--- src/aes_cfg.svh ---
// AES-128 core constants, included by the packages and by any module that needs a fixed value
`ifndef AES_CFG_SVH
`define AES_CFG_SVH

//////////////////////////////
// Block geometry
//////////////////////////////

// Width of the text block and of the cipher key
`define AES_BLOCK_BITS 128

// Rounds for a 128-bit key
`define AES_ROUNDS 10

//////////////////////////////
// Field constants
//////////////////////////////

// Low byte of x^8 + x^4 + x^3 + x + 1, folded in by xtime
`define AES_GF_POLY 8'h1b

// Constant added by the S-box affine map
`define AES_SBOX_AFFINE 8'h63

// Round constant used by the first key expansion step
`define AES_RCON_FIRST 8'h01

`endif

--- src/aes_state_pkg.sv ---
// Cipher state types and the byte doubling shared by MixColumns, S-box and round constants
`include "aes_cfg.svh"

package aes_state_pkg;

	//////////////////////////////
	// State layout
	//////////////////////////////

	// One byte of the state
	typedef logic [7:0] aes_byte_t;

	// One column of the state, also one key word
	// Row 0 sits in the top byte
	typedef struct packed {
		aes_byte_t r0;
		aes_byte_t r1;
		aes_byte_t r2;
		aes_byte_t r3;
	} aes_col_t;

	// Full state, round key or text block
	// Column 0 sits in the top word, matching text_in byte order
	typedef struct packed {
		aes_col_t c0;
		aes_col_t c1;
		aes_col_t c2;
		aes_col_t c3;
	} aes_state_t;

	//////////////////////////////
	// Field helpers
	//////////////////////////////

	// Multiply by x in GF(2^8)
	// Reduction applied when the top bit shifts out
	function automatic aes_byte_t xtime(input aes_byte_t b);
		return {b[6:0], 1'b0} ^ (`AES_GF_POLY & {8{b[7]}});
	endfunction

endpackage

--- src/aes_key_pkg.sv ---
// Key schedule types, imported by the key expansion, the round control and the top level
`include "aes_cfg.svh"

package aes_key_pkg;

	//////////////////////////////
	// Key schedule
	//////////////////////////////

	// Cipher key as applied by the caller
	// Word 0 in the top 32 bits
	typedef logic [`AES_BLOCK_BITS-1:0] aes_key_t;

	// Round constant byte
	// Only the top byte of the Rcon word is ever nonzero
	typedef logic [7:0] aes_rcon_t;

	//////////////////////////////
	// Round sequencing
	//////////////////////////////

	// Counter width holds AES_ROUNDS plus 1
	localparam int AES_CNT_BITS = $clog2(`AES_ROUNDS + 2);

	// Round counter
	typedef logic [AES_CNT_BITS-1:0] aes_round_cnt_t;

endpackage

--- src/aes_sub_bytes.sv ---
// Byte-wise AES S-box over any packed payload, used for SubBytes on the state and SubWord on keys
`include "aes_cfg.svh"

module aes_sub_bytes
	import aes_state_pkg::*;
#(
	parameter type payload_t = aes_state_t
)
(
	input  payload_t din,
	output payload_t dout
);

	// Payload seen as a plain byte array
	localparam int NBYTES = $bits(payload_t) / 8;

	logic [NBYTES*8-1:0] din_v;
	logic [NBYTES*8-1:0] dout_v;

	//////////////////////////////
	// GF(2^8) arithmetic
	//////////////////////////////

	// Shift and add multiply
	function automatic aes_byte_t gf_mul(input aes_byte_t a, input aes_byte_t b);
		aes_byte_t p;
		aes_byte_t aa;
		p = 8'h00;
		aa = a;
		for (int i = 0; i < 8; i++)
		begin
			if (b[i])
				p = p ^ aa;
			aa = xtime(aa);
		end
		return p;
	endfunction

	// Inverse as a^254, product of a^2 .. a^128
	// Zero stays zero
	function automatic aes_byte_t gf_inv(input aes_byte_t a);
		aes_byte_t sq;
		aes_byte_t acc;
		sq = a;
		acc = 8'h01;
		for (int i = 1; i < 8; i++)
		begin
			sq = gf_mul(sq, sq);
			acc = gf_mul(acc, sq);
		end
		return acc;
	endfunction

	// Affine map, b xor four left rotations of b plus the constant
	function automatic aes_byte_t affine(input aes_byte_t b);
		return b ^ {b[6:0], b[7]} ^ {b[5:0], b[7:6]} ^ {b[4:0], b[7:5]}
			^ {b[3:0], b[7:4]} ^ `AES_SBOX_AFFINE;
	endfunction

	//////////////////////////////
	// Per byte S-box
	//////////////////////////////

	assign din_v = din;

	for (genvar i = 0; i < NBYTES; i++)
	begin : g_sbox
		assign dout_v[i*8 +: 8] = affine(gf_inv(din_v[i*8 +: 8]));
	end

	assign dout = dout_v;

endmodule

--- src/aes_key_expand.sv ---
// On-the-fly AES-128 key schedule, loaded on ld and stepping one round key per clock
`include "aes_cfg.svh"

module aes_key_expand
	import aes_state_pkg::*;
	import aes_key_pkg::*;
(
	input  logic       clk,
	input  logic       ld,
	input  aes_key_t   key,
	output aes_state_t round_key
);

	// Cipher key split into its four words
	aes_state_t key_s;

	// Current round key words
	aes_col_t w0;
	aes_col_t w1;
	aes_col_t w2;
	aes_col_t w3;

	// Round constant of the next step
	aes_rcon_t rcon;

	// RotWord and SubWord of the last word
	aes_col_t rot_w;
	aes_col_t sub_w;

	// Next round key words
	aes_col_t t_w;
	aes_col_t w0_n;
	aes_col_t w1_n;
	aes_col_t w2_n;
	aes_col_t w3_n;

	assign key_s = key;

	//////////////////////////////
	// Word chain
	//////////////////////////////

	// Rotate one byte up
	assign rot_w = '{w3.r1, w3.r2, w3.r3, w3.r0};

	aes_sub_bytes #(.payload_t(aes_col_t)) u_subword (
		.din  (rot_w),
		.dout (sub_w)
	);

	always_comb
	begin
		// Rcon enters in the row 0 byte only
		t_w = sub_w ^ {rcon, 24'h000000};
		w0_n = w0 ^ t_w;
		w1_n = w1 ^ w0_n;
		w2_n = w2 ^ w1_n;
		w3_n = w3 ^ w2_n;
	end

	//////////////////////////////
	// Key and Rcon registers
	//////////////////////////////

	// ld restarts both the words and the Rcon sequence
	// Rcon doubles each round, 01 .. 80 then 1b, 36
	always_ff @(posedge clk)
	begin
		if (ld)
		begin
			w0 <= key_s.c0;
			w1 <= key_s.c1;
			w2 <= key_s.c2;
			w3 <= key_s.c3;
			rcon <= `AES_RCON_FIRST;
		end
		else
		begin
			w0 <= w0_n;
			w1 <= w1_n;
			w2 <= w2_n;
			w3 <= w3_n;
			rcon <= xtime(rcon);
		end
	end

	assign round_key = '{w0, w1, w2, w3};

endmodule

--- config.mk ---
export PLATFORM = sky130hd
export DESIGN_NAME = aes_key_expand
export DESIGN_NICKNAME = d
export VERILOG_FILES = /design/src/aes_state_pkg.sv /design/src/aes_key_pkg.sv /design/src/aes_sub_bytes.sv /design/src/aes_key_expand.sv
export VERILOG_INCLUDE_DIRS = /design/src /design/src/src
export SDC_FILE = /design/constraint.sdc
export NUM_CORES = 2
export LEC_CHECK = 0
export BUFFER_PORTS_ARGS = -buffer_cell sky130_fd_sc_hd__buf_2
export CORE_ASPECT_RATIO = 0.75
export CORE_MARGIN = 1.5
export CORE_UTILIZATION = 30
export CTS_CLUSTER_SIZE = 12
export DETAILED_ROUTE_END_ITERATION = 8
export GPL_TIMING_DRIVEN = 0
export PLACE_DENSITY = 0.47
export SYNTH_ARGS = -nofsm -noshare
export SYNTH_HDL_FRONTEND = slang
export SYNTH_HIERARCHICAL = 1
export SYNTH_SLANG_ARGS = --single-unit
--- constraint.sdc ---
create_clock -name clk -period 20.4 [get_ports clk]
set_input_delay 2.04 -clock clk [delete_from_list [all_inputs] [get_ports clk]]
set_output_delay 2.04 -clock clk [all_outputs]
set_load 0.1 [all_outputs]
==> reports/metrics.yaml <==
timing:
  fin_crit_sh: 0.959
  fmax_mhz: 51.1
  clock_skew_ns: 0.0323
  max_slew.worst_pin.slew_ns: 1.44
  period_needed_ns: 19.57
  hold_slack_ns: 0.516
  maxSlewHeadroom: 0.0359
  drv_slew: 0
  report.final.hold_viol_count: 0
  setup_violations: 0
placed_design:
  placed_cell_area_sq_um: 70800
  post-place-cells: 11900
  place_congestion: 0.934
  dp_hpwl_mm: 200
  portBuffers: 256
yosys:
  ys.warnings.count: 6
  synth_edf_count: 0
  synth-adder-area-share: 0.00608
  synthTopCellsByArea: "xnor2_1 21%, xnor3_1 12%, nor2_1 6.7%, xor2_1 6.1%, nand2_1 5.3%"
  synth_xor_area_frac: 0.467
  yosys.area_share.simple: 0.203
  synthMuxAreaShare: 0.0551
  synth_top_family_by_area: "XOR/XNOR gates"
  yosysSeqAreaShare: 0.0413
  synth_ff_type: "dfxtp_1"
  synth.most_common_cell: "xnor2_1"
  avgSynthCellArea_sq_um: 7.55
  synth_top_cell_area_share: 0.209
  synth_compound_area_frac: 0.182
  ys_top_cells_by_count: "1,574 x xnor2_1, 1,176 x nor2_1, 928 x nand2_1"
  netlist_area_sq_um: 65900
  ys_types: 119
  synth-async-reset-ratio: 0
  synth_top_cell_by_area: "xnor2_1"
  ys_ff_latch: 136
  synthCells: 8726
setup_path:
  slowest_stage: "xor2_1"
  arrival_ns: 19.98
  path_common_cell: "xnor2_1"
  worst_ep_required_time_ns: 20.81
  worstPathBufferInverterCount: 8
  cp-end-kind: "register"
  critPathLaunchType: "register"
  critical_path.top_delay_family: "XOR/XNOR gates"
  critPathMaxFanout: 10
  cpPeakStageDelay_ns: 0.68
  worstSetupPathType: "register to register"
clock_tree:
  path_clk_slew_ns: 0.08
  ctsLongestPathBuffers: 2
  htreeDepth: 4
  cts_made_buffers: 17
  clkLatencyLatePin_ns: 0.52
  clock_sink_count: 136
  ctsRootBufferMaster: "clkbuf_16"
  hold_buffers: 0
  tritoncts: "built"
floorplan:
  initial_utilization: 0.303
  placeableCoreArea_sq_um: 218000
  die_y_microns: 409
  die_w_microns: 544
  io_pins: 258
  dieArea_sq_um: 222000
  num_rows: 148
final_layout:
  area_growth_pct: 10.3
  drive_gt1_frac: 0.113
  final_area_sq_um: 72700
  fillers: 23200
  final_cells: 12000
  final_nets: 9183
global_routing:
  antenna_found_initial: 5
  grt_pass1_wl_mm: 384
  grt_pass1_vias: 60300
  grt_max_degree: 18
  gr-total-overflow: 0
  track_usage: 0.218
drt:
  drt_first_pass_iters: 6
  wl_per_cell_microns: 21.2
  vias_per_cell: 5.50
  drtIter0Drc: 7275
  antenna_left: 0
  routed_wl_mm: 254
  vias: 65800
  drc: 0
flow_run:
  drv_cap: 0
worst_hold_path:
  holdCritPathClass: "register to register"
status:
  status: "completed"
==> final cells by class <==
class                      instances  area [sq um]  area share
antenna                            3          7.51    0.000103
buffer                           594          2590      0.0357
clock buffer                      17           425     0.00585
clock inverter                    15           181     0.00250
inverter                         105           409     0.00563
multi-input combinational       7882         61200       0.841
sequential                       136          2730      0.0376
tap                             2925          3660      0.0503
timing repair buffer             289          1530      0.0210
==> logic make-up (layout without fill, tap and decap cells) <==
family                     count (synthesis)  count (layout)
AOI/OAI and AO/OA                       1831            1831
muxes                                    339             339
and+or+nand+nor                         3044            3044
DFF                                      136             136
buffers and inverters                    709            1020
xor gates and xnor gates                2633            2633
other                                      1               5
adders and majority gates                 33              33
==> routing by layer <==
metal	vias to the layer above	track usage	part of all wire
li1	31100	-	-
met1	32000	0.343	0.50
met2	2610	0.315	0.41
met3	161	0.0186	0.068
met4	4	0.0478	0.022
met5	-	0	0.000067
==> per-stage QoR <==
stage          setup TNS, ns  setup WS [ns]   util
2_1_floorplan              0           2.65      -
3_3_place_gp         -114.09          -2.20  0.326
3_5_place_dp         -125.28          -2.08  0.326
4_1_cts              -0.0461        -0.0461  0.330
5_1_grt               -0.182        -0.0642  0.334
6_report                   0          0.831  0.334
==> state kept, by name (all words and copies together) (netlist names) <==
register and flops:
round_key 128, rcon 8
==> worst paths after layout <==
check,start,endpoint,slack [ns],depth (start not counted)
max,round_key[7],round_key[47],0.83,59
min,rcon[6],rcon[7],0.52,1
max reg2reg,round_key[7],round_key[47],0.83,59
min reg2reg,rcon[6],rcon[7],0.52,1
==> layout by cell type (no fill, tap or decap), types with 32 or more instances in the layout <==
| cell | count |
|---|---|
| xnor3_1 | 338 |
| o211ai_1 | 56 |
| inv_1 | 76 |
| nand2_1 | 927 |
| dfxtp_1 | 131 |
| a22oi_1 | 42 |
| a32oi_1 | 32 |
| clkbuf_1 | 360 |
| o21a_1 | 39 |
| nand4_1 | 32 |
| buf_4 | 59 |
| mux2i_1 | 206 |
| o21ai_0 | 374 |
| xnor2_4 | 37 |
| a211oi_1 | 97 |
| nand3_1 | 214 |
| xor2_1 | 445 |
| xor2_2 | 40 |
| a21oi_1 | 440 |
| nor2b_1 | 58 |
| o221ai_1 | 34 |
| o22ai_1 | 117 |
| buf_2 | 380 |
| o21ai_1 | 73 |
| mux2_2 | 120 |
| nand2b_1 | 44 |
| or3_1 | 40 |
| xor3_1 | 79 |
| and3_1 | 63 |
| xnor2_2 | 144 |
| buf_1 | 45 |
| xnor2_1 | 1510 |
| and2_1 | 68 |
| a31oi_1 | 82 |
| nor3_1 | 258 |
| nor2_1 | 1172 |
| a21o_1 | 34 |
==> repair_timing <==
| item | CTS | global route |
|---|---|---|
| gates resized for setup | 50 | 140 |
| pin swaps | 1 | 9 |
| setup endpoints to repair | 120 | 128 |
| setup buffers | 0 | 32 |
Power is left out: the tool's default activity adds up to more than one toggle a clock period on the data nets, which glitch-free logic cannot reach.
