File: config.mk
export PLATFORM = sky130hd
export DESIGN_NAME = aes_round_ctrl
export DESIGN_NICKNAME = d
export VERILOG_FILES = /design/src/aes_key_pkg.sv /design/src/aes_round_ctrl.sv
export VERILOG_INCLUDE_DIRS = /design/src /design/src/src
export SDC_FILE = /design/constraint.sdc
export NUM_CORES = 1
export LEC_CHECK = 0
export BUFFER_PORTS_ARGS = -buffer_cell sky130_fd_sc_hd__buf_2
export CAP_MARGIN = 20
export CORE_AREA = 2 2 39 41
export CTS_BUF_LIST = sky130_fd_sc_hd__clkbuf_16
export DETAILED_ROUTE_END_ITERATION = 10
export DIE_AREA = 0 0 41 43
export HOLD_SLACK_MARGIN = 0.05
export SYNTH_ARGS = -nofsm -noshare
export SYNTH_HDL_FRONTEND = slang
export SYNTH_SLANG_ARGS = --single-unit
File: constraint.sdc
create_clock -name clk -period 0.85 [get_ports clk]
set_input_delay 0.0425 -clock clk [delete_from_list [all_inputs] [get_ports clk]]
set_output_delay 0.0425 -clock clk [all_outputs]
set_load 0.05 [all_outputs]
File: src/aes_cfg.svh
// AES-128 core constants, included by the packages and by any module that needs a fixed value
`ifndef AES_CFG_SVH
`define AES_CFG_SVH

//////////////////////////////
// Block geometry
//////////////////////////////

// Width of the text block and of the cipher key
`define AES_BLOCK_BITS 128

// Rounds for a 128-bit key
`define AES_ROUNDS 10

//////////////////////////////
// Field constants
//////////////////////////////

// Low byte of x^8 + x^4 + x^3 + x + 1, folded in by xtime
`define AES_GF_POLY 8'h1b

// Constant added by the S-box affine map
`define AES_SBOX_AFFINE 8'h63

// Round constant used by the first key expansion step
`define AES_RCON_FIRST 8'h01

`endif

File: src/aes_key_pkg.sv
// Key schedule types, imported by the key expansion, the round control and the top level
`include "aes_cfg.svh"

package aes_key_pkg;

	//////////////////////////////
	// Key schedule
	//////////////////////////////

	// Cipher key as applied by the caller
	// Word 0 in the top 32 bits
	typedef logic [`AES_BLOCK_BITS-1:0] aes_key_t;

	// Round constant byte
	// Only the top byte of the Rcon word is ever nonzero
	typedef logic [7:0] aes_rcon_t;

	//////////////////////////////
	// Round sequencing
	//////////////////////////////

	// Counter width holds AES_ROUNDS plus 1
	localparam int AES_CNT_BITS = $clog2(`AES_ROUNDS + 2);

	// Round counter
	typedef logic [AES_CNT_BITS-1:0] aes_round_cnt_t;

endpackage

File: src/aes_round_ctrl.sv
// AES round sequencing, counts the rounds after ld and raises done for one cycle
`include "aes_cfg.svh"

module aes_round_ctrl
	import aes_key_pkg::*;
(
	input  logic clk,
	input  logic rst,
	input  logic ld,
	output logic first_round,
	output logic done
);

	// Rounds left, zero when idle
	aes_round_cnt_t cnt;

	// ld delayed by one cycle
	logic ld_r;

	//////////////////////////////
	// Counter and strobes
	//////////////////////////////

	// Load with rounds plus one so the last count covers the output register
	// A new ld restarts the count at any time
	always_ff @(posedge clk)
	begin
		if (!rst)
		begin
			cnt <= '0;
			ld_r <= 1'b0;
			done <= 1'b0;
		end
		else
		begin
			ld_r <= ld;
			if (ld)
				cnt <= aes_round_cnt_t'(`AES_ROUNDS + 1);
			else if (cnt != '0)
				cnt <= cnt - 1'b1;
			// Last count reached, no restart pending
			done <= (cnt == aes_round_cnt_t'(1)) && !ld;
		end
	end

	assign first_round = ld_r;

endmodule

==> results of run 1 <==
==> metal layers <==
metal	routed length, microns	vias to the layer above	GRT usage
met5	0	-	0
met4	34	0	0.1200
met3	51	4	0.06806
met2	149	7	0.06875
met1	167	79	0.05825
li1	-	96	-
==> cells in the final DEF (no fill, tap or decap) <==
cell and count:
and2_1 1, nand3b_1 1, and4b_1 1, a21boi_1 1, clkbuf_16 3, dfxtp_1 5, dfxtp_2 1, o21a_1 1
nor2_1 2, buf_2 4, nor3_4 1, o21ai_0 3, nand2b_1 1, buf_4 1, a21oi_1 3, nor2_2 1
==> metrics by stage <==
step	hold slack, ns	cell area (sq um)	std cells	utilization
6_report	0.08730	349.1	46	0.2523
5_1_grt	0.1013	349.1	46	0.2523
4_1_cts	0.09184	341.6	46	0.2468
3_5_place_dp	0.3271	266.5	43	0.1926
3_3_place_gp	0.3229	266.5	43	0.1926
2_1_floorplan	0.1600	219.0	22	-
==> worst paths after layout <==
path / start / end / slack [ns] / depth (start not counted)
max: cnt[2] / cnt[0] / 0.01 / 3
min: rst / cnt[2] / 0.09 / 3
max reg2reg: cnt[2] / cnt[0] / 0.01 / 3
min reg2reg: cnt[2] / cnt[2] / 0.52 / 2
==> cell type report <==
| cell class | instances | area, sq um | area share |
|---|---|---|---|
| sequential | 6 | 121.4 | 0.3477 |
| timing repair buffer | 5 | 27.53 | 0.07885 |
| clock buffer | 3 | 75.07 | 0.2151 |
| tap | 16 | 20.02 | 0.05735 |
| multi-input combinational | 16 | 105.1 | 0.3011 |
==> tightest hold or removal path, delay by kind of cell <==
| kind | cells | cell delay, ns |
|---|---|---|
| AND/OR/NAND/NOR | 1 | 0.07 |
| AO/OA/AOI/OAI | 1 | 0.04 |
| buffers and inverters | 1 | 0.13 |
==> cells by family after synthesis <==
group	share of synthesized area
AO/OA/AOI/OAI	0.2057
flip-flops	0.5486
AND/OR/NAND/NOR	0.2458
==> power groups by stage <==
stage	sequential, uW	clock [uW]	combinational (uW)
after global routing	323	795	81.3
after CTS	315	775	70.7
after detailed placement	320	0	70.7
after global placement	319	0	70.7
final	320	757	72.5
after floorplan	332	0	32.3
==> registers in the layout (all words and copies together), names as in the netlist <==
signal,count
cnt,4
first_round,1
done,1
==> out/results.tsv, run 1 <==
metric	value	unit
Synth async-reset ratio	0	
Syn Inst Count	22	
setup slack at placement	0.01415	ns
Leak	0.0001449	uW
final hold vios	0	
clock share of power	0.659	
post-layout min period	0.8399	ns
Critical-path top delay cell	dfxtp_2	
final WL	402	microns
P per Cell Area	3292	mW/mm^2
CP Cell Sequence	nor3_4 > nor2_1 > o21a_1	
Tightest Pin Transition	0.2472	ns
critical path capture point type	register	
final worst slack	0.01010	ns
Hold Crit Class	in2reg	
Fillers	151	
RePlAce Congestion	0.7787	
crit path buf inv count	0	
Final Skew	0.0004051	ns
maximum VDD drop	1.068	mV
H-tree depth	1	
EDFF count, synth	0	
sw frac	0.1841	
grt ovf	0	
largest cells by area after synthesis	dfxtp_1 55%, a21oi_1 6.9%, o21ai_0 6.9%, and4b_1 4.6%, nor3_2 4.6%	
slowest cell delay on critical path	0.34	ns
Post-Syn Nets	25	
outcome	finished, final reports clean	
Synth top area share	0.5486	
I/O pins	5	
commonest cells in the netlist	6 x dfxtp_1, 3 x a21oi_1, 3 x o21ai_0	
Starting Density	0.1582	
GRT Total Usage	0.07143	
register area share after synthesis	0.5486	
sequential power share	0.278	
Setup-failing EPs final	0	
Clock Tree Root	clkbuf_16	
f_max	1.191	GHz
drt pass-1 iters	1	
Logic pwr share	0.063	
DR vias/cell	4.043	
Primary FF master, synth	dfxtp_1	
layout cells sized above 1	0.3667	
CTS tree	yes	
WS Path Type	reg2reg	
std cell rows	14	
clock transition at the registers of the reported paths	0.03	ns
Worst slew margin	0.8364	
first-pass GRT wire length	669	microns
CTS buffer count	3	
YS warnings	0	
post-synth cell types	12	
Avg WL per Cell	8.739	microns
Syn Area/Cell	9.953	sq um
largest area contributor in the netlist	dfxtp_1	
core area	0.001384	sq mm
Layout area overhead	59.43	%
initial antenna violation count	0	
ant diodes	0	
Die W	41	microns
PortBufs	4	
Int Pwr	937.4	uW
vias in the first global route	162	
final total power	1149	uW
Antenna Nets Post-Route	0	
Clock Path Buffers	2	
RSZ-0062 raised after global routing	yes	
Setup Buffers After CTS	0	
clk_lat worst skew	0.23	ns
Die Span Y	43	microns
detailed-route via count	186	
hold buffers post-CTS	0	
largest net degree at the start of global routing	8	
fin crit share	0.9881	
Startpoint Class	register	
Post-CTS Resized	0	
DR iter-0 viols	0	
Residual DRC	0	
total negative slack	0	ns
Max-Cap Viols	0	
count of pins over their slew limit	0	
post-synthesis register bit count	6	
P_sw	211.6	uW
Req. time, crit path	0.97	ns
NumNets Final	35	
die area	0.001763	sq mm
CP Max Fanout	5	
TritonCTS Sinks	6	
Syn Std Cell Area	219.0	sq um
Arr. time, crit path	0.96	ns
most frequent cell after synthesis	dfxtp_1	
Crit path max-delay family	flip-flops	
Power figures use the tool's default switching activity.
==> run 2: changes to the inputs <==
==> constraint.sdc (replaced) <==
create_clock -name clk -period 0.8 [get_ports clk]
set_input_delay 0.04 -clock clk [delete_from_list [all_inputs] [get_ports clk]]
set_output_delay 0.04 -clock clk [all_outputs]
set_load 0.05 [all_outputs]
==> run 2 against run 1 <==
Against the previous run:
- clock skew grew 0.00074 ns
- the flow now finishes with violations (setup timing)
- clock-buffer cell count is the same
- via count grew 1.1%
- largest cell class unchanged
- highest routed layer unchanged
- critical endpoint unchanged
- sequential cell count is the same
- total power grew 6.0%
==> out/results.tsv, run 2 (synthesis results as in run 1) <==
metric	value	unit
H-tree depth	1	
Setup Buffers After CTS	0	
layout cells sized above 1	0.4839	
DR iter-0 viols	2	
NumNets Final	36	
Critical-path top delay cell	dfxtp_2	
Starting Density	0.1582	
failing checks	setup timing	
final instance area	366.6	sq um
maximum VDD drop	1.538	mV
Fillers	143	
final WL	416	microns
clock transition at the registers of the reported paths	0.03	ns
fin crit share	1.032	
grt ovf	0	
Post-DP HPWL	286.2	microns
RePlAce Congestion	0.7709	
Startpoint Class	register	
Tightest Pin Transition	0.1994	ns
Top reg by flops	cnt	
CP Max Fanout	2	
drt pass-1 iters	2	
GRT Total Usage	0.06747	
largest net degree at the start of global routing	8	
CP Cell Sequence	nor3_2 > nor2_1 > o21a_1	
final hold vios	0	
commonest non-fill, non-tap cells in the layout	4 x buf_4, 3 x a21oi_1, 3 x clkbuf_16, 3 x dfxtp_2, 3 x dfxtp_1	
I/O pins	5	
std cell rows	14	
post-layout min period	0.8257	ns
stages on the worst setup path	3	
Setup-failing EPs final	1	
crit path buf inv count	0	
Layout area overhead	67.43	%
commonest non-fill, non-tap cell in the layout	buf_4	
f_max	1.211	GHz
Req. time, crit path	0.91	ns
TritonCTS Sinks	6	
worst r2r path cells	3	
final worst slack	-0.02567	ns
Antenna Nets Post-Route	0	
Max-Cap Viols	0	
CTS tree	yes	
core area	0.001384	sq mm
PortBufs	4	
WS Path Type	reg2reg	
Worst slew margin	0.8669	
slowest cell delay on critical path	0.31	ns
initial antenna violation count	0	
Hold Crit Class	in2reg	
first-pass GRT wire length	641	microns
Die W	41	microns
CTS buffer count	3	
critical path capture point type	register	
Leak	0.0001520	uW
DR vias/cell	4.000	
max reg flops	4	
Final Skew	0.001148	ns
Clock Path Buffers	2	
die area	0.001763	sq mm
Die Span Y	43	microns
Clock Tree Root	clkbuf_16	
detailed-route via count	188	
Arr. time, crit path	0.94	ns
RSZ-0062 raised after global routing	yes	
Crit path max-delay family	flip-flops	
P per Cell Area	3323	mW/mm^2
Post-Place Cell Area	274.0	sq um
Residual DRC	0	
hold-critical path depth	2	
worst hold slack	0.08916	ns
final total power	1218	uW
clk_lat worst skew	0.22	ns
vias in the first global route	159	
count of pins over their slew limit	0	
ant diodes	0	
Avg WL per Cell	8.851	microns
outcome	complete, but fails checks	
run 2: metal layers:
layer | up-vias | track usage | part of all wire
met5 | - | 0 | 0
met4 | 0 | 0.06000 | 0.029
met3 | 2 | 0.09424 | 0.13
met2 | 6 | 0.05938 | 0.40
met1 | 82 | 0.06818 | 0.44
li1 | 98 | - | -
run 2: final timing paths:
path | start | to | slack, ns
min | rst | cnt[0] | 0.09
max reg2reg | cnt[3] | cnt[0] | -0.03
min reg2reg | cnt[2] | cnt[2] | 0.49
max | cnt[3] | cnt[0] | -0.03
run 2: per-stage QoR:
| stage | setup TNS, ns | worst slack [ns] | cells | util |
|---|---|---|---|---|
| 3_3_place_gp | -0.02856 | -0.01804 | 44 | 0.1980 |
| 5_1_grt | -0.06985 | -0.05842 | 47 | 0.2649 |
| 4_1_cts | -0.02754 | -0.02754 | 47 | 0.2577 |
| 6_report | -0.02567 | -0.02567 | 47 | 0.2649 |
| 3_5_place_dp | -0.04540 | -0.02356 | 44 | 0.1980 |
| 2_1_floorplan | 0 | 0.0008572 | 22 | - |
run 2: final cells by class:
type | count | area [sq um] | area share
Clock buffer | 3 | 75.07 | 0.2048
Timing Repair Buffer | 6 | 40.04 | 0.1092
Tap cell | 16 | 20.02 | 0.05461
Multi-Input combinational cell | 16 | 107.6 | 0.2935
Sequential cell | 6 | 123.9 | 0.3379
run 2: worst reg2reg max path: cells and delay by family (launching register included):
| family | cells | cell delay [ns] |
|---|---|---|
| compound gates | 1 | 0.16 |
| flops | 1 | 0.31 |
| simple gates | 2 | 0.24 |
run 2: what timing repair did:
| action | 4_1_cts | 5_1_grt |
|---|---|---|
| setup endpoints to repair | 4 | 4 |
| hold buffers | 0 | 0 |
| resized for setup | 5 | 4 |
| endpoints found under the hold margin | 0 | 0 |
| gates cloned | 0 | 0 |
| pin swaps | 0 | 1 |
run 2: power by group:
| group | total, uW | internal [uW] | switching (uW) |
|---|---|---|---|
| sequential | 341 | 322 | 18.7 |
| clock | 789 | 640 | 150 |
| combinational | 88.0 | 40.9 | 47.2 |
==> run 3: changes to the inputs <==
==> constraint.sdc (replaced) <==
create_clock -name clk -period 1 [get_ports clk]
set_input_delay 0.05 -clock clk [delete_from_list [all_inputs] [get_ports clk]]
set_output_delay 0.05 -clock clk [all_outputs]
set_load 0.05 [all_outputs]
==> run 3 against run 2 <==
Against the previous run:
- the flow now finishes without violations
- final cell count shrank 4.3%
- non-clock buffer count fell by 2
- hold slack improved by 0.0042 ns
==> out/results.tsv, run 3 (synthesis results as in run 1) <==
metric	value	unit
Top reg by flops	cnt	
maximum VDD drop	1.014	mV
Leak	0.0001384	uW
P per Cell Area	2900	mW/mm^2
met3 Use GR	0.06806	
worst hold slack	0.09334	ns
TritonCTS Sinks	6	
P_sw	177.9	uW
hold-critical path depth	2	
final hold vios	0	
core area	0.001384	sq mm
detailed-route via count	176	
PortBufs	4	
Worst slew margin	0.8359	
Clock Tree Root	clkbuf_16	
Antenna Nets Post-Route	0	
post-layout min period	0.8458	ns
CTS tree	yes	
Max-Cap Viols	0	
sequential power share	0.278	
die area	0.001763	sq mm
slowest cell delay on critical path	0.33	ns
Residual DRC	0	
Global Route met2 Usage	0.07188	
GR Util met1	0.06129	
Arr. time, crit path	0.97	ns
fin crit share	0.8458	
Int Pwr	791.0	uW
hold buffers post-CTS	0	
worst r2r path cells	3	
Starting Density	0.1582	
Die W	41	microns
H-tree depth	1	
max reg flops	4	
Crit path max-delay family	flip-flops	
initial antenna violation count	0	
Startpoint Class	register	
gr busiest metal	met4	
stages on the worst setup path	3	
register area	120.1	sq um
Critical-path top delay cell	dfxtp_1	
Die Span Y	43	microns
total negative slack	0	ns
commonest non-fill, non-tap cell in the layout	dfxtp_1	
Clock Path Buffers	2	
Final Skew	0.001213	ns
crit path buf inv count	0	
clk_lat worst skew	0.23	ns
grt ovf	0	
footprint of the multi-input gates	98.84	sq um
largest net degree at the start of global routing	8	
clock share of power	0.666	
Logic pwr share	0.056	
count of pins over their slew limit	0	
Req. time, crit path	1.12	ns
DR iter-0 viols	1	
Setup-failing EPs final	0	
clock transition at the registers of the reported paths	0.03	ns
f_max	1.182	GHz
Tightest Pin Transition	0.2479	ns
Post-CTS Resized	0	
outcome	finished, final reports clean	
GRT Total Usage	0.07638	
CP Max Fanout	4	
Layout area overhead	52.57	%
I/O pins	5	
Avg WL per Cell	8.933	microns
Fillers	155	
RePlAce Congestion	0.7386	
final WL	402	microns
commonest non-fill, non-tap cells in the layout	6 x dfxtp_1, 4 x buf_2, 3 x a21oi_1, 3 x o21ai_0, 3 x clkbuf_16	
std cell rows	14	
Hold Crit Class	in2reg	
ant diodes	0	
CP Cell Sequence	nor3_2 > nor2_1 > o21a_1	
vias in the first global route	160	
Setup Buffers After CTS	0	
drt pass-1 iters	4	
RSZ-0062 raised after global routing	no	
NumNets Final	34	
sw frac	0.1836	
WS Path Type	reg2reg	
layout cells sized above 1	0.3103	
first-pass GRT wire length	683	microns
CTS buffer count	3	
DR vias/cell	3.911	
critical path capture point type	register	
run 3: final timing paths:
kind              endpoint  startpoint  slack, ns
setup reg to reg    cnt[0]      cnt[3]       0.15
hold / removal      cnt[0]         rst       0.09
hold reg to reg     cnt[2]      cnt[3]       0.52
setup / recovery    cnt[0]      cnt[3]       0.15
run 3: power groups by stage:
stage	Clock, uW	Combinational (uW)	Sequential [uW]
after floorplan	0	27.5	283
final	645	54.3	269
after global routing	678	61.8	272
after detailed placement	0	55.1	273
after CTS	660	55.2	269
after global placement	0	54.1	272
run 3: area by class of cell:
cell class | instances | area share
multi-input combinational | 16 | 0.2959
timing repair buffer | 4 | 0.05993
tap | 16 | 0.05993
clock buffer | 3 | 0.2247
sequential | 6 | 0.3596
run 3: per-layer routing:
metal,wire length (microns),vias to the layer above
li1,-,92
met1,158,74
met2,149,6
met3,53,4
met4,41,0
met5,0,-
run 3: stage by stage:
step	power (uW)	utilization	setup WS, ns	cell area [sq um]	instances
2_1_floorplan	310.0	-	0.2009	219.0	22
3_3_place_gp	326.4	0.1872	0.1592	259.0	42
3_5_place_dp	327.8	0.1872	0.1507	259.0	42
4_1_cts	984.6	0.2414	0.1474	334.1	45
5_1_grt	1012	0.2414	0.07026	334.1	45
6_report	968.8	0.2414	0.1542	334.1	45
run 3: worst reg2reg max path, delay by kind of cell, from the launching register on:
family	cells	cell delay [ns]
flip-flops	1	0.33
AND/OR/NAND/NOR	2	0.26
AO/OA/AOI/OAI	1	0.16
